<file path="config.mk">
export PLATFORM = sky130hd
export DESIGN_NAME = memory_arbiter
export DESIGN_NICKNAME = d
export VERILOG_FILES = /design/src/hdl/mem_cfg_pkg.sv /design/src/hdl/mem_if_pkg.sv /design/src/hdl/memory_arbiter.sv
export SDC_FILE = /design/constraint.sdc
export NUM_CORES = 1
export LEC_CHECK = 0
export ABC_AREA = 1
export ABC_CLOCK_PERIOD_IN_PS = 1400
export BUFFER_PORTS_ARGS = -buffer_cell sky130_fd_sc_hd__clkbuf_2
export CAP_MARGIN = 20
export CORE_AREA = 2 2 283 285
export DETAILED_ROUTE_END_ITERATION = 6
export DIE_AREA = 0 0 285 287
export SLEW_MARGIN = 20
export SYNTH_ARGS = -nofsm -noshare
export SYNTH_HDL_FRONTEND = slang
export SYNTH_SLANG_ARGS = --single-unit
export TNS_END_PERCENT = 10
</file>
<file path="constraint.sdc">
create_clock -name clk_i -period 1.4 [get_ports clk_i]
set_clock_uncertainty 0.05 [all_clocks]
set_input_delay 0.28 -clock clk_i [delete_from_list [all_inputs] [get_ports clk_i]]
set_output_delay 0.28 -clock clk_i [all_outputs]
set_load 0.02 [all_outputs]
</file>
<file path="src/hdl/mem_cfg_pkg.sv">
// Memory subsystem configuration
// Default sizes and the access-size encoding shared by all blocks
`default_nettype none

package mem_cfg_pkg;

  localparam int unsigned BLK_SIZE    = 128;  // Block width in bits
  localparam int unsigned ADDR_W      = 16;   // Byte address width
  localparam int unsigned ID_W        = 4;    // Request tag width
  localparam int unsigned L2_BLOCKS   = 64;   // Blocks held by the L2 store
  localparam int unsigned L2_LATENCY  = 3;    // Accept edge to response valid
  localparam int unsigned QUEUE_DEPTH = 2;    // Entries per port queue

  // Access size of a data request
  typedef enum logic [1:0] {
    NO_SIZE,  // Whole block
    BYTE,
    HALF,
    WORD
  } rw_size_e;

endpackage : mem_cfg_pkg

`default_nettype wire
</file>
<file path="src/hdl/mem_if_pkg.sv">
// Memory subsystem interface types
// Request and response structs for the fetch port, data port and L2 link
`default_nettype none

package mem_if_pkg;

  import mem_cfg_pkg::*;

  // Instruction fetch request, always a full block read
  typedef struct packed {
    logic              valid;
    logic [ADDR_W-1:0] addr;
    logic [ID_W-1:0]   id;
  } ilow_req_t;

  // Data port request
  typedef struct packed {
    logic                valid;
    logic [ADDR_W-1:0]   addr;
    logic                rw;       // 1 is write
    rw_size_e            rw_size;
    logic [BLK_SIZE-1:0] data;     // Sits at its byte lane in the block
    logic [ID_W-1:0]     id;
  } dlow_req_t;

  typedef struct packed {
    logic                valid;
    logic [BLK_SIZE-1:0] blk;
    logic [ID_W-1:0]     id;
  } ilow_res_t;

  typedef struct packed {
    logic                valid;
    logic [BLK_SIZE-1:0] data;  // Block after any write
    logic [ID_W-1:0]     id;
  } dlow_res_t;

  // Arbiter to L2 store
  typedef struct packed {
    logic                valid;
    logic [ADDR_W-1:0]   addr;
    logic                rw;
    rw_size_e            rw_size;
    logic [BLK_SIZE-1:0] data;
    logic [ID_W-1:0]     id;
  } low_req_t;

  typedef struct packed {
    logic                valid;
    logic [BLK_SIZE-1:0] blk;
    logic [ID_W-1:0]     id;
  } low_res_t;

endpackage : mem_if_pkg

`default_nettype wire

</file>
<file path="src/hdl/memory_arbiter.sv">
// Round-robin arbiter between the fetch and data queues
// Issues one request at a time to L2 and returns the response to its port
`timescale 1ns/1ps
`default_nettype none

module memory_arbiter (
  input  logic                  clk_i,
  input  logic                  rst_ni,
  input  mem_if_pkg::ilow_req_t ireq_i,
  input  logic                  ireq_valid_i,
  output logic                  ipop_o,
  input  mem_if_pkg::dlow_req_t dreq_i,
  input  logic                  dreq_valid_i,
  output logic                  dpop_o,
  output mem_if_pkg::low_req_t  l2_req_o,
  input  mem_if_pkg::low_res_t  l2_res_i,
  output mem_if_pkg::ilow_res_t ires_o,
  output mem_if_pkg::dlow_res_t dres_o
);

  import mem_cfg_pkg::*;
  import mem_if_pkg::*;

  typedef enum logic [1:0] {
    IDLE,
    ICACHE,
    DCACHE
  } state_e;

  state_e state_q;
  state_e state_d;

  // Request mux, the queue head stays put until its response
  always_comb begin
    if (state_q == DCACHE) begin
      l2_req_o.valid   = dreq_valid_i;
      l2_req_o.addr    = dreq_i.addr;
      l2_req_o.rw      = dreq_i.rw;
      l2_req_o.rw_size = dreq_i.rw_size;
      l2_req_o.data    = dreq_i.data;
      l2_req_o.id      = dreq_i.id;
    end else begin
      l2_req_o.valid   = (state_q == ICACHE) && ireq_valid_i;  // Nothing issued from idle
      l2_req_o.addr    = ireq_i.addr;
      l2_req_o.rw      = 1'b0;     // Fetch only reads
      l2_req_o.rw_size = NO_SIZE;  // Full block
      l2_req_o.data    = '0;
      l2_req_o.id      = ireq_i.id;
    end
  end

  // Response steering, one-cycle pulse on the served port
  assign ires_o.valid = (state_q == ICACHE) && l2_res_i.valid;
  assign ires_o.blk   = l2_res_i.blk;
  assign ires_o.id    = l2_res_i.id;
  assign dres_o.valid = (state_q == DCACHE) && l2_res_i.valid;
  assign dres_o.data  = l2_res_i.blk;
  assign dres_o.id    = l2_res_i.id;

  assign ipop_o = ires_o.valid;  // Retire head on its response
  assign dpop_o = dres_o.valid;

  // Round-robin next state
  always_comb begin
    state_d = state_q;
    case (state_q)
      IDLE: begin
        if (ireq_valid_i) state_d = ICACHE;  // Fetch first
        else if (dreq_valid_i) state_d = DCACHE;
      end
      ICACHE: begin
        if (l2_res_i.valid) begin
          // Hand over if data waits, else stay and see if more fetches follow
          state_d = dreq_valid_i ? DCACHE : ICACHE;
        end else if (!ireq_valid_i) begin
          state_d = dreq_valid_i ? DCACHE : IDLE;  // Fetch queue drained
        end
      end
      DCACHE: begin
        if (l2_res_i.valid) begin
          state_d = ireq_valid_i ? ICACHE : DCACHE;
        end else if (!dreq_valid_i) begin
          state_d = ireq_valid_i ? ICACHE : IDLE;
        end
      end
      default: state_d = IDLE;
    endcase
  end

  always_ff @(posedge clk_i) begin
    if (!rst_ni) state_q <= IDLE;
    else state_q <= state_d;
  end

endmodule : memory_arbiter

`default_nettype wire

</file>
* Word level (Yosys, flattened, before mapping)
Index checks and enable logic that the tools add are counted.
** Cells by class
- Equality and inequality tests :: 5
- Muxes and demuxes :: 12
- Reductions and logical operators :: 5
** Operators with widths (count)
- two-way mux 152 bit :: 1
- two-way mux 2 bit :: 9
- != test 3 bit, second input constant :: 3
- case mux 2 bit (3 select lines) :: 1
- logical AND 1 bit :: 3
- AND reduction 3 bit :: 1
- == test 2 x 1 -> 1 bit, second input constant :: 1
- == test 2 bit, second input constant :: 1
- zero test 2 bit :: 1
- two-way mux 1 bit :: 1
** Word-level totals
- Register bits after elaboration :: 2
- Bits of input ports :: 310
- Output and inout bits :: 420
- Word-level logic and storage cells :: 23

* Logic depth before layout (Yosys ltp)
- Word-level depth :: 4
- Gate-level depth with buffers :: 7

* Worst setup path before layout
OpenSTA, ideal clock, no wires.
- Path kind :: flip-flop to output port
- From :: register state_q[1]
- To :: output port dres_o[132] (netlist name)
- Arrival :: 1281 ps
- Slack :: -211 ps
- Cell stages (with the launch flop) :: 7
- Path buffers :: 2
- Cells stage by stage :: dfxtp_1 > inv_2 > nor2_4 > inv_2 > buf_2 > nor2_1 > buf_4
** On the way
- Longest elaborated chain between the ends :: 2
** Ends and longest elaborated chain
- start: declaration :: line memory_arbiter.sv:30 : state_e state_q;
- start signal: assignment :: line memory_arbiter.sv:92 : else state_q <= state_d;
- == test 2 bit :: line memory_arbiter.sv:56 : assign dres_o.valid = (state_q == DCACHE) && l2_res_i.valid;
- logical AND 1 bit :: line memory_arbiter.sv:56
- end: declaration :: line memory_arbiter.sv:18 : output mem_if_pkg::dlow_res_t dres_o
No other way between the ends.

==> parameters.txt <==
Parameter                              Value

Routing
  Detailed Route WL ... between 30000 and 40000 um
  Routed vias ... approximately 4000
  WL met1 ... 9750 um
  Wire length on met3 ... 9420 um
  Final routed wire length divided by cell count ... 21.1 um
  DR top layer ... met5
  Residual antenna-violating net count after detailed routing ... 0
  Iteration-0 DRC count of the detailed router ... 62
  Vias per inst ... 2.25
  Number of search-and-repair iterations in the first detailed-routing pass ... 4
  Metal2 WL ... 16600 um
  Number of remaining DRC errors ... 0

Clock network
  Number of H-tree levels ... 1
  Num CTS Buffers ... 3
  Post-CTS clock slew at the launch and capture registers of the worst setup and hold paths ... about 30 ps
  Clock insertion delay at the later pin of the skew report ... ~220 ps
  Root buffer cell ... sky130_fd_sc_hd__clkbuf_16
  Clock sink total ... 2
  Post-CTS Hold Fix Bufs ... 0
  Clock Path Buffers ... 2
  CTS tree ... built

Setup path
  Type of the setup path with the least slack ... reg2out
  R2R Setup Slk ... around 140 ps
  Sort of element at the end of the critical path ... primary output
  Critical path origin ... state_q[1]
  R2R depth ... 8
  Required time at the worst-slack endpoint ... roughly 1100 ps
  Largest fanout of any net on the critical path ... 36
  Reg2reg end ... state_q[1]
  Worst reg2reg startpoint ... state_q[0]
  Element type at the critical path start ... register
  Data arrival time of the worst path ... 1450 ps

Die
  Starting Density ... 0.0446
  Die extent in y ... 287 um
  Floorplan core area ... 78600 um2
  Die Outline Area ... about 82000 um2
  Boundary pin count ... 730
  Die Wd ... 285 um
  Row count ... 103

Power
  Pwr/cell area ... 682 nW/um2
  Worst voltage drop across the vdd grid ... 1.06 mV
  Lkg Pwr ... 3.15 nW

Timing
  Final Max Tran Viols ... 0
  Hold Violations, Final ... 0
  Crit path time final ... 1780 ps
  Slew at the pin closest to its max-slew limit ... 282 ps
  Worst Slack Setup Final ... -378 ps
  Final period util ... 1.27
  Endpoints failing setup ... 156
  Final Hold Slack ... 256 ps
  Top achievable clock speed ... 563 MHz
  RSZ-0062 raised after global routing ... yes
  Slew HR ... 0.812

Synthesis
  Synth unique cells ... 14
  Cell area after technology mapping ... 3510 um2
  Sequential area share after synthesis ... 0.0114
  Yosys reg bits ... 2
  Number of instances in the synthesized netlist ... between 600 and 700
  Average cell area after synthesis ... 5.46 um2
  Top cell type's share of synthesized area ... 0.584
  Yosys top cell by area ... sky130_fd_sc_hd__buf_4
  Synth top area cells ... sky130_fd_sc_hd__buf_4 (58%), sky130_fd_sc_hd__nor2_1 (15%), sky130_fd_sc_hd__inv_1 (15%)
  Net count after synthesis ... around 950
  Warnings, synthesis ... 0

Finish
  Layout cell share with drive strength beyond 1 ... 0.588
  Largest registers ... state_q (2)
  Top register by number of flip-flops ... state_q
  Layout Cell Area excl Fill ... roughly 5700 um2
  Number of flip-flops under the largest register name ... 2
  Layout area overhead ... 63.9%
  Total Nets Final ... around 1000

Min path
  Hold Path Class ... in2reg
  Worst Hold Endpoint ... state_q[0]
  Cell count of the worst hold path ... 3
  Critical hold path startpoint ... rst_ni

Place
  Post-placement worst setup slack ... -254 ps
  Buffers on Ports ... 331
  Global placer's final weighted congestion ... 0.858
  DP HPWL ... 32600 um
  Placed inst area ... 4640 um2

Outcome
  Failing checks ... setup timing
  Outcome ... finished, violations left

Global route
  Remaining Overflow, GRT ... 0
  Number of antenna violations at the first check in global routing ... 18
  Tot GR Track Use ... 0.0844
  Number of global-route vias before repair ... slightly below 4000
  First-pass GRT wire length ... 43500 um
  Largest net degree at the start of global routing ... 37

Run
  Number of maximum-capacitance constraint violations ... 0
## worst max-delay path by stage
stage,to,slack (ps)
after global placement,l2_req_o[87],-250
after CTS,l2_req_o[141],-400
after floorplan,l2_req_o[100],-70
after detailed placement,l2_req_o[136],-250
final,l2_req_o[46],-380
after global routing,l2_req_o[0],-440
## layout by cell type, fill, tap and decap left out, types with 8 or more instances in the layout
cell type	instances
sky130_fd_sc_hd__buf_12	10
sky130_fd_sc_hd__clkbuf_8	43
sky130_fd_sc_hd__nor2_2	31
sky130_fd_sc_hd__buf_6	8
sky130_fd_sc_hd__nand2_2	10
sky130_fd_sc_hd__nand2_1	58
sky130_fd_sc_hd__inv_1	135
sky130_fd_sc_hd__nor2_1	97
sky130_fd_sc_hd__buf_2	22
sky130_fd_sc_hd__buf_4	54
sky130_fd_sc_hd__clkbuf_2	203
sky130_fd_sc_hd__nor2_4	15
## power breakdown
part | leakage [nW] | switching (mW) | internal [mW] | total (mW)
clock | 0.0370 | 0.0781 | 0.365 | 0.443
sequential | 0.0172 | 0.00922 | 0.0702 | 0.0794
combinational | 3.10 | 1.92 | 1.48 | 3.40
## synthesized netlist by cell type
library cell,instances
sky130_fd_sc_hd__inv_2,2
sky130_fd_sc_hd__buf_2,9
sky130_fd_sc_hd__o22ai_1,1
sky130_fd_sc_hd__nor2_1,142
sky130_fd_sc_hd__buf_1,1
sky130_fd_sc_hd__nand3_1,3
sky130_fd_sc_hd__nand2_1,69
sky130_fd_sc_hd__nor2_4,1
sky130_fd_sc_hd__dfxtp_1,2
sky130_fd_sc_hd__inv_1,136
sky130_fd_sc_hd__o21ai_0,1
sky130_fd_sc_hd__buf_6,1
sky130_fd_sc_hd__nand3_2,1
sky130_fd_sc_hd__buf_4,273
## critical path, stage by stage (launching register included)
cell and delay, ps:
sky130_fd_sc_hd__dfxtp_2 330, sky130_fd_sc_hd__inv_2 50, sky130_fd_sc_hd__nor2_4 100, sky130_fd_sc_hd__buf_12 140, sky130_fd_sc_hd__inv_16 70, sky130_fd_sc_hd__buf_16 190, sky130_fd_sc_hd__nor2_2 140, sky130_fd_sc_hd__clkbuf_8 170
## layout make-up
| type | instances | area (um2) |
|---|---|---|
| Multi-Input combinational cell | 218 | 1050 |
| Inverter | 138 | 534 |
| Sequential cell | 2 | 42.5 |
| Timing Repair Buffer | 355 | 2710 |
| Fill cell | 9261 | 72900 |
| Tap cell | 1050 | 1310 |
| Clock buffer | 3 | 75.1 |
| Antenna cell | 6 | 15.0 |
## cell families (layout without fill, tap and decap cells)
| group | count (synthesis) | in the layout | synth area share |
|---|---|---|---|
| other | 0 | 6 | 0 |
| and+or+nand+nor | 216 | 216 | 0.236 |
| AOI/OAI and AO/OA | 2 | 2 | 0.00321 |
| DFF | 2 | 2 | 0.0114 |
| buffers and inverters | 422 | 496 | 0.749 |
## per-stage QoR
step / cells / total power, mW / util / setup TNS [ps]
floorplan: 642 / 2.52 / - / -5230
global placement: 1754 / 2.56 / 0.0590 / -23280
detailed placement: 1754 / 2.57 / 0.0590 / -27920
CTS: 1764 / 3.81 / 0.0705 / -52150
global route: 1771 / 4.17 / 0.0731 / -58740
finish: 1772 / 3.92 / 0.0731 / -49110
## what timing repair did
| item | CTS | global route |
|---|---|---|
| pin swaps | 0 | 0 |
| setup endpoints to repair | 156 | 156 |
| buffers inserted | 2 | 0 |
| resized for setup | 189 | 127 |
| gates cloned | 5 | 2 |
## metal layers
layer | track usage | vias to the layer above
li1 | - | 1671
met4 | 0.0335 | 8
met5 | 0.00407 | -
met1 | 0.0633 | 1582
met2 | 0.137 | 646
met3 | 0.0920 | 83
Note: power is estimated with default switching activity, not from simulation.
