## src/hdl/mem_cfg_pkg.sv

```systemverilog
// Memory subsystem configuration
// Default sizes and the access-size encoding shared by all blocks
`default_nettype none

package mem_cfg_pkg;

  localparam int unsigned BLK_SIZE    = 128;  // Block width in bits
  localparam int unsigned ADDR_W      = 16;   // Byte address width
  localparam int unsigned ID_W        = 4;    // Request tag width
  localparam int unsigned L2_BLOCKS   = 64;   // Blocks held by the L2 store
  localparam int unsigned L2_LATENCY  = 3;    // Accept edge to response valid
  localparam int unsigned QUEUE_DEPTH = 2;    // Entries per port queue

  // Access size of a data request
  typedef enum logic [1:0] {
    NO_SIZE,  // Whole block
    BYTE,
    HALF,
    WORD
  } rw_size_e;

endpackage : mem_cfg_pkg

`default_nettype wire
```

## src/hdl/mem_if_pkg.sv

```systemverilog
// Memory subsystem interface types
// Request and response structs for the fetch port, data port and L2 link
`default_nettype none

package mem_if_pkg;

  import mem_cfg_pkg::*;

  // Instruction fetch request, always a full block read
  typedef struct packed {
    logic              valid;
    logic [ADDR_W-1:0] addr;
    logic [ID_W-1:0]   id;
  } ilow_req_t;

  // Data port request
  typedef struct packed {
    logic                valid;
    logic [ADDR_W-1:0]   addr;
    logic                rw;       // 1 is write
    rw_size_e            rw_size;
    logic [BLK_SIZE-1:0] data;     // Sits at its byte lane in the block
    logic [ID_W-1:0]     id;
  } dlow_req_t;

  typedef struct packed {
    logic                valid;
    logic [BLK_SIZE-1:0] blk;
    logic [ID_W-1:0]     id;
  } ilow_res_t;

  typedef struct packed {
    logic                valid;
    logic [BLK_SIZE-1:0] data;  // Block after any write
    logic [ID_W-1:0]     id;
  } dlow_res_t;

  // Arbiter to L2 store
  typedef struct packed {
    logic                valid;
    logic [ADDR_W-1:0]   addr;
    logic                rw;
    rw_size_e            rw_size;
    logic [BLK_SIZE-1:0] data;
    logic [ID_W-1:0]     id;
  } low_req_t;

  typedef struct packed {
    logic                valid;
    logic [BLK_SIZE-1:0] blk;
    logic [ID_W-1:0]     id;
  } low_res_t;

endpackage : mem_if_pkg

`default_nettype wire

```

## src/hdl/req_queue.sv

```systemverilog
// Per-port request queue
// Circular FIFO of pending requests, head held until the arbiter pops it
`timescale 1ns/1ps
`default_nettype none

module req_queue #(
  parameter type         payload_t = mem_if_pkg::ilow_req_t,
  parameter int unsigned DEPTH     = mem_cfg_pkg::QUEUE_DEPTH
) (
  input  logic     clk_i,
  input  logic     rst_ni,
  input  payload_t push_i,
  output logic     ready_o,
  output payload_t head_o,
  output logic     head_valid_o,
  input  logic     pop_i
);

  localparam int unsigned PTR_W = (DEPTH > 1) ? $clog2(DEPTH) : 1;
  localparam int unsigned CNT_W = $clog2(DEPTH + 1);

  payload_t         mem_q [DEPTH];  // Entry storage
  logic [PTR_W-1:0] rd_ptr_q;
  logic [PTR_W-1:0] wr_ptr_q;
  logic [CNT_W-1:0] count_q;
  logic             push;
  logic             pop;

  // Wrap at the last entry, DEPTH need not be a power of two
  function automatic logic [PTR_W-1:0] next_ptr(input logic [PTR_W-1:0] ptr);
    return (ptr == PTR_W'(DEPTH - 1)) ? '0 : ptr + PTR_W'(1);
  endfunction

  assign ready_o      = (count_q != CNT_W'(DEPTH));  // Free entry left
  assign head_valid_o = (count_q != '0);
  assign head_o       = mem_q[rd_ptr_q];
  assign push         = push_i.valid && ready_o;
  assign pop          = pop_i && head_valid_o;  // Ignore pops on empty

  always_ff @(posedge clk_i) begin
    if (!rst_ni) begin
      rd_ptr_q <= '0;
      wr_ptr_q <= '0;
      count_q  <= '0;
    end else begin
      if (push) wr_ptr_q <= next_ptr(wr_ptr_q);
      if (pop) rd_ptr_q <= next_ptr(rd_ptr_q);
      case ({push, pop})
        2'b10:   count_q <= count_q + CNT_W'(1);
        2'b01:   count_q <= count_q - CNT_W'(1);
        default: count_q <= count_q;  // Both or neither
      endcase
    end
  end

  // Payload storage
  always_ff @(posedge clk_i) begin
    if (push) mem_q[wr_ptr_q] <= push_i;
  end

endmodule : req_queue

`default_nettype wire

```

## config.mk

```make
export PLATFORM = sky130hd
export DESIGN_NAME = req_queue
export DESIGN_NICKNAME = d
export VERILOG_FILES = /design/src/hdl/mem_cfg_pkg.sv /design/src/hdl/mem_if_pkg.sv /design/src/hdl/req_queue.sv
export SDC_FILE = /design/constraint.sdc
export NUM_CORES = 1
export LEC_CHECK = 0
export BUFFER_PORTS_ARGS = -buffer_cell sky130_fd_sc_hd__buf_4
export CAP_MARGIN = 20
export CELL_PAD_IN_SITES_DETAIL_PLACEMENT = 0
export CELL_PAD_IN_SITES_GLOBAL_PLACEMENT = 1
export CORE_MARGIN = 10
export CORE_UTILIZATION = 46
export DETAILED_ROUTE_END_ITERATION = 8
export GPL_ROUTABILITY_DRIVEN = 0
export PLACE_DENSITY_LB_ADDON = 0.2
export SLEW_MARGIN = 40
export SYNTH_ARGS = -nofsm -noshare
export SYNTH_HDL_FRONTEND = slang
export SYNTH_SLANG_ARGS = --single-unit
```

## constraint.sdc

```tcl
create_clock -name clk_i -period 2.7 [get_ports clk_i]
set_input_delay 0.54 -clock clk_i [delete_from_list [all_inputs] [get_ports clk_i]]
set_output_delay 0.54 -clock clk_i [all_outputs]
set_load 0.01 [all_outputs]
```

== Word-level counts from Yosys, hierarchy flattened ==
Memories as Yosys holds them, arrays and structs flattened. A register that Yosys moved wholly into a read port is not among the register bits.
Index checks and enable logic that the tools add are counted.
Operators by class
  $add $sub $neg: 4
  multipliers: 0
  div/mod/pow operators: 0
  $lt $le $gt $ge: 0
  equality and inequality tests: 3
  shift-type cells: 0
  mux-type cells: 7
  bitwise logic cells: 0
  reductions and logical operators: 4
Operator list (count)
  $mux 1: 6
  $pmux 2 s2: 1
  $reduce_bool 2->1: 2
  $add 1x1->1 const B: 2
  $add 2x1->2 const B: 1
  $eq 2x1->1 const B: 1
  $eq 2x2->1 const B: 1
  $logic_and 1x1->1: 2
  $ne 2x2->1 const B: 1
  $sub 2x1->2 const B: 1
Word-level totals
  flip-flop bits (word level): 4
  latch bits: 0
  RAM bits: 42
  memory bits (read-only): 0
  input port bits: 24
  output and inout port bits: 23
  word-level logic and storage cells: 22
  memories: 1
Memory list
  mem_q: depth 2, width 21, read ports 1, clocked after Yosys merged registers in 1, wr ports 1, line req_queue.sv:22  | payload_t mem_q [DEPTH];

== Longest topological paths before layout ==
Gate-level depths: netlist of the first run.
  depth after elaboration: 4
  depth in mapped cells: 6
  mapped depth without buffers: 6

== Worst setup path before layout of the first run ==
Ideal clock, no wire load.
  path type: register to register
  from: reg count_q[0]
  to: mem mem_q[1][0] in the netlist's numbering (enable)
  arrival: 1.240 ns
  slack: 1.081 ns
  cell stages (with the launch flop): 3
  path buffers: 0
  cells stage by stage: dfxtp_1 > nand2b_1 > and3_1
Between the ends
  longest elaborated chain between the ends: 4
RTL lines
  from (decl): line req_queue.sv:25  | logic [CNT_W-1:0] count_q;
  from (signal assigned): line req_queue.sv:49  | 2'b10: count_q <= count_q + CNT_W'(1);
  from (signal assigned): line req_queue.sv:50  | 2'b01: count_q <= count_q - CNT_W'(1);
  from (signal assigned): line req_queue.sv:51  | default: count_q <= count_q;
  $ne 2x2->1: line req_queue.sv:34  | assign ready_o = (count_q != CNT_W'(DEPTH));
  named net ready_o: line req_queue.sv:13  | output logic ready_o,
  $logic_and 1x1->1: line req_queue.sv:37  | assign push = push_i.valid && ready_o;
  $mux 1: line req_queue.sv:58  | if (push) mem_q[wr_ptr_q] <= push_i;
  $mux 1 (not written as such): line req_queue.sv:58
  to (decl): line req_queue.sv:22
The timed path passes the listed nets, and every way through them passes these cells.

==> results of run 1 <==
[layer usage]
layer | up-vias | global-route usage [%]
met5 | - | 0
met4 | 0 | 3.633
met3 | 2 | 5.022
li1 | 442 | -
met2 | 23 | 17.22
met1 | 461 | 9.415
[cell usage in the layout, fill, tap and decap left out]
| cell type | netlist | layout |
|---|---|---|
| sky130_fd_sc_hd__nand2b_1 | 1 | 1 |
| sky130_fd_sc_hd__clkbuf_8 | 0 | 5 |
| sky130_fd_sc_hd__edfxtp_1 | 42 | 42 |
| sky130_fd_sc_hd__clkinv_2 | 0 | 1 |
| sky130_fd_sc_hd__and3_1 | 1 | 1 |
| sky130_fd_sc_hd__ha_1 | 1 | 1 |
| sky130_fd_sc_hd__nor2b_1 | 2 | 2 |
| sky130_fd_sc_hd__nand2_1 | 1 | 1 |
| sky130_fd_sc_hd__or2_2 | 1 | 1 |
| sky130_fd_sc_hd__dfxtp_1 | 5 | 5 |
| sky130_fd_sc_hd__buf_4 | 0 | 48 |
| sky130_fd_sc_hd__nand3b_1 | 1 | 1 |
| sky130_fd_sc_hd__o21a_1 | 1 | 1 |
| sky130_fd_sc_hd__o21ai_0 | 1 | 1 |
| sky130_fd_sc_hd__clkinvlp_4 | 0 | 2 |
| sky130_fd_sc_hd__mux2_2 | 21 | 21 |
| sky130_fd_sc_hd__inv_2 | 0 | 1 |
| sky130_fd_sc_hd__a21boi_1 | 1 | 1 |
| sky130_fd_sc_hd__or3_1 | 1 | 1 |
| sky130_fd_sc_hd__xnor2_1 | 3 | 3 |
| sky130_fd_sc_hd__and2_1 | 1 | 1 |
| sky130_fd_sc_hd__a21boi_0 | 1 | 1 |
| sky130_fd_sc_hd__a21bo_2 | 1 | 1 |
[stage by stage]
step | hold WS [ns] | utilization, % | setup slack [ns] | total power [W]
2_1_floorplan | 0.4787 | - | 1.081 | 0.001355
6_report | 0.4314 | 61.24 | 0.4684 | 0.002012
3_3_place_gp | 0.4998 | 58.82 | 0.7611 | 0.001642
4_1_cts | 0.4203 | 61.24 | 0.4137 | 0.002052
3_5_place_dp | 0.5297 | 58.82 | 0.7258 | 0.001658
5_1_grt | 0.4100 | 61.24 | 0.3316 | 0.002133
[cell families (layout without fill, tap and decap cells)]
family / Yosys count / in the layout / synth area share, %
muxes: 21 / 21 / 13.57
and+or+nand+nor: 9 / 9 / 3.160
xor gates and xnor gates: 3 / 3 / 1.508
adders and majority gates: 1 / 1 / 0.7178
DFF: 47 / 47 / 78.11
AOI/OAI and AO/OA: 5 / 5 / 2.154
buffers and inverters: 3 / 57 / 0.7895
[registers in the layout (all words and copies together) (netlist names), named ones only]
register,cells
count_q,2
mem_q,42
rd_ptr_q,1
wr_ptr_q,1
[worst paths after layout]
path / start / endpoint / slack, ns
worst max-delay path: flop / head_o[3] / 0.47
worst min-delay path: push_i[13] / mem_q[0][13]$_DFFE_PP_ / 0.43
worst max register to register: count_q[0]$_SDFFE_PN0P_ / mem_q[1][11]$_DFFE_PP_ / 0.87
worst min register to register: count_q[1]$_SDFFE_PN0P_ / count_q[1]$_SDFFE_PN0P_ / 0.53
[power groups by stage]
stage	clock network (W)	logic [W]	registers, W
4_1_cts	0.000410	0.000651	0.000991
6_report	0.000393	0.000633	0.000986
3_5_place_dp	0	0.000648	0.00101
2_1_floorplan	0	0.000385	0.000971
5_1_grt	0.000439	0.000693	0.00100
3_3_place_gp	0	0.000643	0.000999
[cell type report]
cell class              count  share of cell area (%)
inverters                   1                  0.1674
repair buffers             48                   16.07
flip-flops and latches     47                   60.71
multi-input cells          39                   16.41
clock inverters             3                  0.8929
well taps                  48                   2.679
clock buffers               5                   3.069
[worst reg2reg max path, stage by stage (launching register included)]
cell and delay [ns]:
sky130_fd_sc_hd__dfxtp_1 0.43, sky130_fd_sc_hd__nand2b_1 0.23, sky130_fd_sc_hd__and3_1 0.57, sky130_fd_sc_hd__buf_4 0.30
==> run summary, run 1 <==
======================================================================================
Unrepaired setup endpoints after global routing                                  false
Combinational power share                                                        31.5%
Maximum number of pins on one net before global-route repair                        22
CP cell instances                                                         buf_4, mux2_2, buf_4
Wire length of the first global-routing pass                                   4747 um
Die W                                                                         81.56 um
Run status                                                                finished clean
Half-perimeter wire length after placement                                     2358 um
Count of max-cap constraint violations                                               0
Vias after detailed routing                                                        928
Portion of total power attributed to the clock network                           19.5%
Library cell with the highest instance count after synthesis              sky130_fd_sc_hd__edfxtp_1
Commonest cells in the synthesized netlist                                sky130_fd_sc_hd__edfxtp_1, sky130_fd_sc_hd__mux2_2, sky130_fd_sc_hd__dfxtp_1, sky130_fd_sc_hd__xnor2_1
Initial core utilization                                                        47.61%
Share of flip-flops with an asynchronous set or reset after synthesis               0%
Starting DRT DRC Count                                                              43
Routed met2 length                                                             1754 um
Clock tree from TritonCTS                                                          yes
Area of combinational cells with multiple inputs                           367.9 sq um
Transition time of the tightest slew-check pin                               0.5980 ns
Largest incremental delay on the critical path                                 0.60 ns
PostCTS Resize Cnt                                                                   0
Layout Cells excl Fill                                                             191
Hold path cells                                                                      1
Uppermost layer routed                                                            met4
Ratio of final minimum period to clock period                                   82.65%
Internal power component                                                    0.001460 W
Synth Warn #                                                                         0
Grt ovf                                                                              0
Number of primary I/O pins                                                          47
Cell taking the most area after synthesis                                 sky130_fd_sc_hd__edfxtp_1
Net Sw Frac                                                                     27.43%
Detailed route wirelength on metal3                                             198 um
Total wire length                                                              3101 um
Synth top area cells                                                      sky130_fd_sc_hd__edfxtp_1, sky130_fd_sc_hd__mux2_2, sky130_fd_sc_hd__dfxtp_1, sky130_fd_sc_hd__xnor2_1, sky130_fd_sc_hd__ha_1
Synthesized netlist net count                                                      114
Reg2Reg Depth                                                                        3
Syn-to-layout area delta                                                        28.64%
Core area                                                                   3661 sq um
Number of iterations in the first detailed-routing pass                              4
Hold Crit Class                                                              in -> reg
Fmax                                                                        0.4481 GHz
CP Buf/Inv Count                                                                     2
Top Family by Delay on Critical Path                                        flip-flops
Arrival time of the worst setup path                                           1.69 ns
Synthesized instance count                                                          89
Number of distinct standard cells referenced by the synthesized netlist             20
Number of max-slew violations in the final report                                    0
Sequential cell area                                                        1361 sq um
Hold buffers post-CTS                                                                0
Synthesized area divided by synthesized cell count                         19.58 sq um
Via count of the first global-routing pass                                       1,043
Placed cell areas                                                           2153 sq um
Finished Cell Area                                                          2242 sq um
Count of state elements after synthesis                                             47
Average vias per placed instance                                                 4.859
Number of nets with antenna violations after detailed routing                        0
Total of buffers placed on input and output ports                                   46
Final hold violations                                                                0
WP data required                                                               2.16 ns
Diode insertion count for antenna repair                                             0
Die Ht                                                                        81.56 um
Initial antenna violation count                                                      0
Maximum clock path buffer count                                                      2
Register clock-pin slew on the reported worst setup and hold paths             0.08 ns
Number of flops mapped to enable cells by yosys                                     42
Fillcell total                                                                     299
Cell count after placement                                                         183
Worst setup path category                                                   reg -> out
Remaining DRCs                                                                       0
Root buffer cell                                                          sky130_fd_sc_hd__clkbuf_8
Power density over the cells                                              897.5 nW/um^2
Cell depth of the worst setup path                                                   3
Share of the yosys chip area belonging to registers                             78.10%
Post-Route M1 WL                                                               1118 um
Slowest library cell on the worst path                                    sky130_fd_sc_hd__dfxtp_1
Most used flip-flop cell after synthesis                                  sky130_fd_sc_hd__edfxtp_1
Yosys top cell area share                                                       72.36%
Worst IR drop on VDD                                                         0.6514 mV
Sequential share of power                                                        49.0%
Net Sw Power                                                               0.0005520 W
Crit path time final                                                          2.232 ns
Max_slew headroom                                                               60.14%
Setup TNS                                                                         0 ns
Number of buffers inserted by post-CTS setup repair                                  0
Inserted Clock Buffers                                                               5
Final routed wire length divided by cell count                                16.24 um
Proportion of layout cells with a drive suffix above 1                          55.94%
Depth of the CTS H-tree                                                              2
Top fanout value on the critical path                                               11
Crit path launch type                                                             flop
Static Leak                                                                  0.8368 nW
Most common cell type on the critical path                                sky130_fd_sc_hd__buf_4
Total number of placement rows                                                      22
Area of the die                                                             6651 sq um
Final number of setup-violating endpoints                                            0
Worst Setup End Kind                                                       output port
Number of nets in the finished design                                              167
Total Routing Usage GR                                                          9.710%
Number of clock sinks seen by CTS                                                   47
Summed instance area of the synthesized netlist                             1743 sq um
Clock skew                                                                 0.007014 ns
Latest clock arrival within the worst-skew pair                                0.29 ns
======================================================================================
Power figures use the tool's default switching activity.
==> run 2, diff against run 1 <==
--- a/config.mk
+++ b/config.mk
@@ -10,7 +10,7 @@
 export CELL_PAD_IN_SITES_DETAIL_PLACEMENT = 0
 export CELL_PAD_IN_SITES_GLOBAL_PLACEMENT = 1
 export CORE_MARGIN = 10
-export CORE_UTILIZATION = 46
+export CORE_UTILIZATION = 42
 export DETAILED_ROUTE_END_ITERATION = 8
 export GPL_ROUTABILITY_DRIVEN = 0
 export PLACE_DENSITY_LB_ADDON = 0.2
==> constraint.sdc (replaced) <==
create_clock -name clk_i -period 2.3 [get_ports clk_i]
set_input_delay 0.46 -clock clk_i [delete_from_list [all_inputs] [get_ports clk_i]]
set_output_delay 0.46 -clock clk_i [all_outputs]
set_load 0.01 [all_outputs]
==> run 2 against run 1 <==
Compared with the run above: cell count up 2.6%; sequential share of layout area down 1.2 points; core utilization down 4.1 points; critical path depth unchanged; via count up 0.65%; largest cell class unchanged.
==> run summary, run 2 (synthesis gave the netlist of run 1 again) <==
=================================================================================
Number of nets in the finished design                                         170
Area of the die                                                        7127 sq um
Arrival time of the worst setup path                                      1.35 ns
Total Routing Usage GR                                                     9.996%
Die W                                                                    84.42 um
Number of max-slew violations in the final report                               0
Top fanout value on the critical path                                          12
Maximum number of pins on one net before global-route repair                   15
Sequential cell area                                                   1361 sq um
Count of max-cap constraint violations                                          0
Static Leak                                                             0.8693 nW
Hold Crit Class                                                         in -> reg
Hold buffers post-CTS                                                           0
Maximum clock path buffer count                                                 2
Final hold violations                                                           0
Number of buffers inserted by post-CTS setup repair                             0
PostCTS Resize Cnt                                                              0
Worst r2r src                                                        count_q[0]$_SDFFE_PN0P_
Layout Cells excl Fill                                                        196
Slack of the worst reg-to-reg path                                        0.66 ns
Total number of placement rows                                                 23
Net Sw Frac                                                                26.66%
Register bank with the most flops                                           mem_q
Final routed wire length divided by cell count                           16.97 um
Setup TNS                                                                    0 ns
Half-perimeter wire length after placement                                2501 um
Latest clock arrival within the worst-skew pair                           0.30 ns
Crit path time final                                                     1.807 ns
Unrepaired setup endpoints after global routing                             false
Number of iterations in the first detailed-routing pass                         4
Top flop regs                                                        mem_q: 42 flops, count_q: 2 flops
Syn-to-layout area delta                                                   31.16%
Worst Setup End Kind                                                  output port
Commonest cells after routing, fill and taps aside                   sky130_fd_sc_hd__buf_4, sky130_fd_sc_hd__edfxtp_1, sky130_fd_sc_hd__mux2_2, sky130_fd_sc_hd__dfxtp_1, sky130_fd_sc_hd__clkbuf_8
Worst IR drop on VDD                                                    0.6555 mV
Average vias per placed instance                                            4.765
Sequential share of power                                                   45.2%
Area of combinational cells with multiple inputs                      367.9 sq um
Total of buffers placed on input and output ports                              46
Ratio of final minimum period to clock period                              78.58%
Register clock-pin slew on the reported worst setup and hold paths        0.09 ns
Starting DRT DRC Count                                                         74
Number of primary I/O pins                                                     47
Proportion of layout cells with a drive suffix above 1                     55.48%
Run status                                                           finished clean
Depth of the CTS H-tree                                                         2
Fillcell total                                                                326
Final number of setup-violating endpoints                                       0
Wire length of the first global-routing pass                              5416 um
Net Sw Power                                                          0.0006683 W
Reg2Reg Depth                                                                   4
Root buffer cell                                                     sky130_fd_sc_hd__clkbuf_8
Critical path endpoint                                                  head_o[9]
Portion of total power attributed to the clock network                      23.1%
Number of flip-flops in the largest register                                   42
Fmax                                                                   0.5533 GHz
Number of nets with antenna violations after detailed routing                   0
Via count of the first global-routing pass                                  1,081
Clock tree from TritonCTS                                                     yes
Max_slew headroom                                                          73.37%
Initial core utilization                                                   43.57%
Initial antenna violation count                                                 0
Grt ovf                                                                         0
Total wire length                                                         3327 um
Die Ht                                                                   84.42 um
Most common cell after layout, fill and taps aside                   sky130_fd_sc_hd__buf_4
Transition time of the tightest slew-check pin                          0.3991 ns
Combinational power share                                                   31.8%
Cell count after placement                                                    188
Internal power component                                               0.001838 W
Remaining DRCs                                                                  0
Worst reg2reg path endpoint                                          mem_q[0][0]$_DFFE_PP_
Core area                                                              4000 sq um
Vias after detailed routing                                                   934
WP data required                                                          1.84 ns
Clock skew                                                            0.007308 ns
Worst setup path category                                              reg -> out
Diode insertion count for antenna repair                                        0
Number of clock sinks seen by CTS                                              47
Inserted Clock Buffers                                                          5
Crit path launch type                                                        flop
Power density over the cells                                         1097 nW/um^2
Utilization of the core after routing                                      57.15%
=================================================================================
[run 2: cell count changes in the layout (fill, tap and decap cells not counted), sizes merged]
| cell | previous run | this run |
|---|---|---|
| clkinv | 1 | 2 |
| buf | 48 | 51 |
| bufinv | 0 | 1 |
| clkinvlp | 2 | 0 |
[run 2: layer usage]
metal / GRT usage, % / wire length (um) / share of wire, % / vias to the layer above
met2: 17.43 / 1844 / 55 / 28
met5: 0 / 0 / 0 / -
met1: 9.422 / 1200 / 36 / 450
met4: 5.389 / 80 / 2.4 / 0
met3: 4.928 / 201 / 6.0 / 7
li1: - / - / - / 449
[run 2: how the worst min path moves through the flow]
stage / startpoint / to / slack [ns] / cells past startpoint
2_1_floorplan: count_q[1]$_SDFFE_PN0P_ / count_q[1]$_SDFFE_PN0P_ / 0.48 / 2
3_3_place_gp: count_q[1]$_SDFFE_PN0P_ / count_q[1]$_SDFFE_PN0P_ / 0.51 / 2
3_5_place_dp: count_q[1]$_SDFFE_PN0P_ / count_q[1]$_SDFFE_PN0P_ / 0.51 / 2
4_1_cts: push_i[11] / mem_q[0][11]$_DFFE_PP_ / 0.33 / 1
5_1_grt: push_i[11] / mem_q[0][11]$_DFFE_PP_ / 0.32 / 1
6_report: push_i[14] / mem_q[1][14]$_DFFE_PP_ / 0.34 / 1
[run 2: final cells by class]
type                            count  area share, %
Clock buffer                        5          3.010
Inverter                            1         0.1642
Multi-Input combinational cell     39          16.09
Tap cell                           50          2.737
Sequential cell                    47          59.55
Timing Repair Buffer               51          16.75
Clock inverter                      3          1.697
[run 2: worst max-delay path, cell delays in order, from the launching register on]
cell and delay, ns:
sky130_fd_sc_hd__dfxtp_1 0.33, sky130_fd_sc_hd__buf_4 0.21, sky130_fd_sc_hd__mux2_2 0.37, sky130_fd_sc_hd__buf_4 0.15
[run 2: power groups by stage]
stage,clock network (W),registers (W),logic (W)
4_1_cts,0.000597,0.00113,0.000821
5_1_grt,0.000634,0.00115,0.000874
3_5_place_dp,0,0.00116,0.000816
3_3_place_gp,0,0.00114,0.000804
2_1_floorplan,0,0.00114,0.000451
6_report,0.000578,0.00113,0.000796
[run 2: stage by stage]
| stage | instance area, sq um | hold WS [ns] | total power (W) | setup WS [ns] |
|---|---|---|---|---|
| 2_1_floorplan | 1743 | 0.4787 | 0.001591 | 0.6806 |
| 3_3_place_gp | 2178 | 0.5065 | 0.001948 | 0.6987 |
| 3_5_place_dp | 2178 | 0.5116 | 0.001971 | 0.6389 |
| 4_1_cts | 2286 | 0.3278 | 0.002553 | 0.4657 |
| 5_1_grt | 2286 | 0.3183 | 0.002655 | 0.3924 |
| 6_report | 2286 | 0.3385 | 0.002507 | 0.4927 |
==> run 3, diff against run 2 <==
==> constraint.sdc (replaced) <==
create_clock -name clk_i -period 1.69 [get_ports clk_i]
set_input_delay 0.338 -clock clk_i [delete_from_list [all_inputs] [get_ports clk_i]]
set_output_delay 0.338 -clock clk_i [all_outputs]
set_load 0.01 [all_outputs]
==> run 3 against run 2 <==
Compared with the run above: clock skew fell by 0.0023 ns; cell count increased by 1.0%; worst hold slack got worse by 0.11 ns; first-iteration DRC count down 31%; count of clock-buffer cells in the layout unchanged; design area rose by 1.1%; critical path type unchanged; highest routed layer unchanged.
==> run summary, run 3 (synthesis gave the netlist of run 1 again) <==
=================================================================================
Grt ovf                                                                         0
Starting DRT DRC Count                                                         51
Commonest cells after routing, fill and taps aside                   sky130_fd_sc_hd__buf_4, sky130_fd_sc_hd__edfxtp_1, sky130_fd_sc_hd__mux2_2, sky130_fd_sc_hd__clkbuf_8, sky130_fd_sc_hd__dfxtp_1
Static Leak                                                             0.8804 nW
Most common cell after layout, fill and taps aside                   sky130_fd_sc_hd__buf_4
WP data required                                                          1.35 ns
Fmax                                                                   0.6043 GHz
Top fanout value on the critical path                                           6
Root buffer cell                                                     sky130_fd_sc_hd__clkbuf_8
Die Ht                                                                   84.42 um
Fillcell total                                                                326
Top flop regs                                                        mem_q: 42 flops, count_q: 2 flops
Diode insertion count for antenna repair                                        0
Final number of setup-violating endpoints                                       0
Number of flip-flops in the largest register                                   42
Total number of placement rows                                                 23
Number of iterations in the first detailed-routing pass                         3
Remaining DRCs                                                                  0
Worst IR drop on VDD                                                    0.7578 mV
Setup TNS                                                                    0 ns
Unrepaired setup endpoints after global routing                              true
Ratio of final minimum period to clock period                              97.92%
Transition time of the tightest slew-check pin                          0.3030 ns
Run status                                                           finished clean
Latest clock arrival within the worst-skew pair                           0.29 ns
Total wire length                                                         3445 um
Vias after detailed routing                                                   937
Maximum number of pins on one net before global-route repair                   15
Hold Crit Class                                                         in -> reg
Worst Setup End Kind                                                  output port
Syn-to-layout area delta                                                   32.59%
Clock tree from TritonCTS                                                     yes
Average vias per placed instance                                            4.732
Proportion of layout cells with a drive suffix above 1                     58.11%
Final routed wire length divided by cell count                           17.40 um
Total of buffers placed on input and output ports                              46
Maximum clock path buffer count                                                 2
Area of the die                                                        7127 sq um
Inserted Clock Buffers                                                          5
Number of max-slew violations in the final report                               0
Max_slew headroom                                                          79.78%
Depth of the CTS H-tree                                                         2
Number of primary I/O pins                                                     47
Count of max-cap constraint violations                                          0
Register bank with the most flops                                           mem_q
Number of buffers inserted by post-CTS setup repair                             0
Via count of the first global-routing pass                                  1,034
Wire length of the first global-routing pass                              5333 um
Hold buffers post-CTS                                                           0
Core area                                                              4000 sq um
Utilization of the core after routing                                      57.77%
Final hold violations                                                           0
Initial antenna violation count                                                 0
Reg2Reg Depth                                                                   5
Total Routing Usage GR                                                     9.765%
Number of nets in the finished design                                         172
Initial core utilization                                                   43.57%
Clock skew                                                            0.005031 ns
Number of nets with antenna violations after detailed routing                   0
Worst setup path category                                              reg -> out
Power density over the cells                                         1452 nW/um^2
Die W                                                                    84.42 um
Number of clock sinks seen by CTS                                              47
Crit path time final                                                     1.655 ns
Crit path launch type                                                        flop
Half-perimeter wire length after placement                                2539 um
Arrival time of the worst setup path                                      1.32 ns
Slack of the worst reg-to-reg path                                        0.12 ns
Hold path cells                                                                 1
Register clock-pin slew on the reported worst setup and hold paths        0.08 ns
=================================================================================
## run 3: cell types whose count changed in the layout (fill, tap and decap cells not counted), sizes merged
cell    change
buf         +2
bufinv      -1
clkinv      +1
## run 3: report_power, final
| group | leakage (nW) | switching (W) | internal, W |
|---|---|---|---|
| clock network | 0.0477 | 0.000345 | 0.000283 |
| logic | 0.398 | 0.000509 | 0.000658 |
| registers | 0.435 | 0.0000799 | 0.00148 |
| total | 0.880 | 0.000934 | 0.00242 |
## run 3: per-stage QoR
stage	instance area (sq um)	total power [W]	hold slack [ns]	instances	setup slack, ns
2_1_floorplan	1743	0.002165	0.4369	89	0.07061
3_3_place_gp	2198	0.002680	0.4929	189	0.1782
3_5_place_dp	2198	0.002715	0.5224	189	0.09668
4_1_cts	2286	0.003358	0.2130	197	-0.005641
5_1_grt	2311	0.003557	0.2027	198	-0.01488
6_report	2311	0.003355	0.2254	198	0.03518
## run 3: path summary, 6_finish.rpt
path	endpoint	start
min	mem_q[0][1]$_DFFE_PP_	push_i[1]
max	head_o[10]	flop
max reg2reg	count_q[1]$_SDFFE_PN0P_	count_q[0]$_SDFFE_PN0P_
min reg2reg	count_q[1]$_SDFFE_PN0P_	count_q[1]$_SDFFE_PN0P_
## run 3: metal layers
layer  up-vias  wire (um)  global-route usage, %
met5         -          0                      0
met2        24       1814                  17.01
met3         5        206                  4.638
met1       453       1362                  9.618
met4         0         62                  4.491
li1        455          -                      -
## run 3: critical path, stage by stage (launching register included)
cell and delay (ns):
sky130_fd_sc_hd__dfxtp_4 0.38, sky130_fd_sc_hd__buf_6 0.14, sky130_fd_sc_hd__mux2_2 0.35, sky130_fd_sc_hd__buf_4 0.15
## run 3: area by class of cell
cell class,count,area [sq um],share of cell area [%]
clock inverter,3,15.01,0.6497
timing repair buffer,53,425.4,18.41
multi-input combinational,39,370.4,16.03
clock buffer,5,68.82,2.978
tap,50,62.56,2.707
sequential,47,1365,59.07
inverter,1,3.754,0.1624
## run 3: repair_timing
action | 4_1_cts | 5_1_grt
resized for setup | 1 | 8
setup endpoints to repair | 12 | 22
cloned | 0 | 1
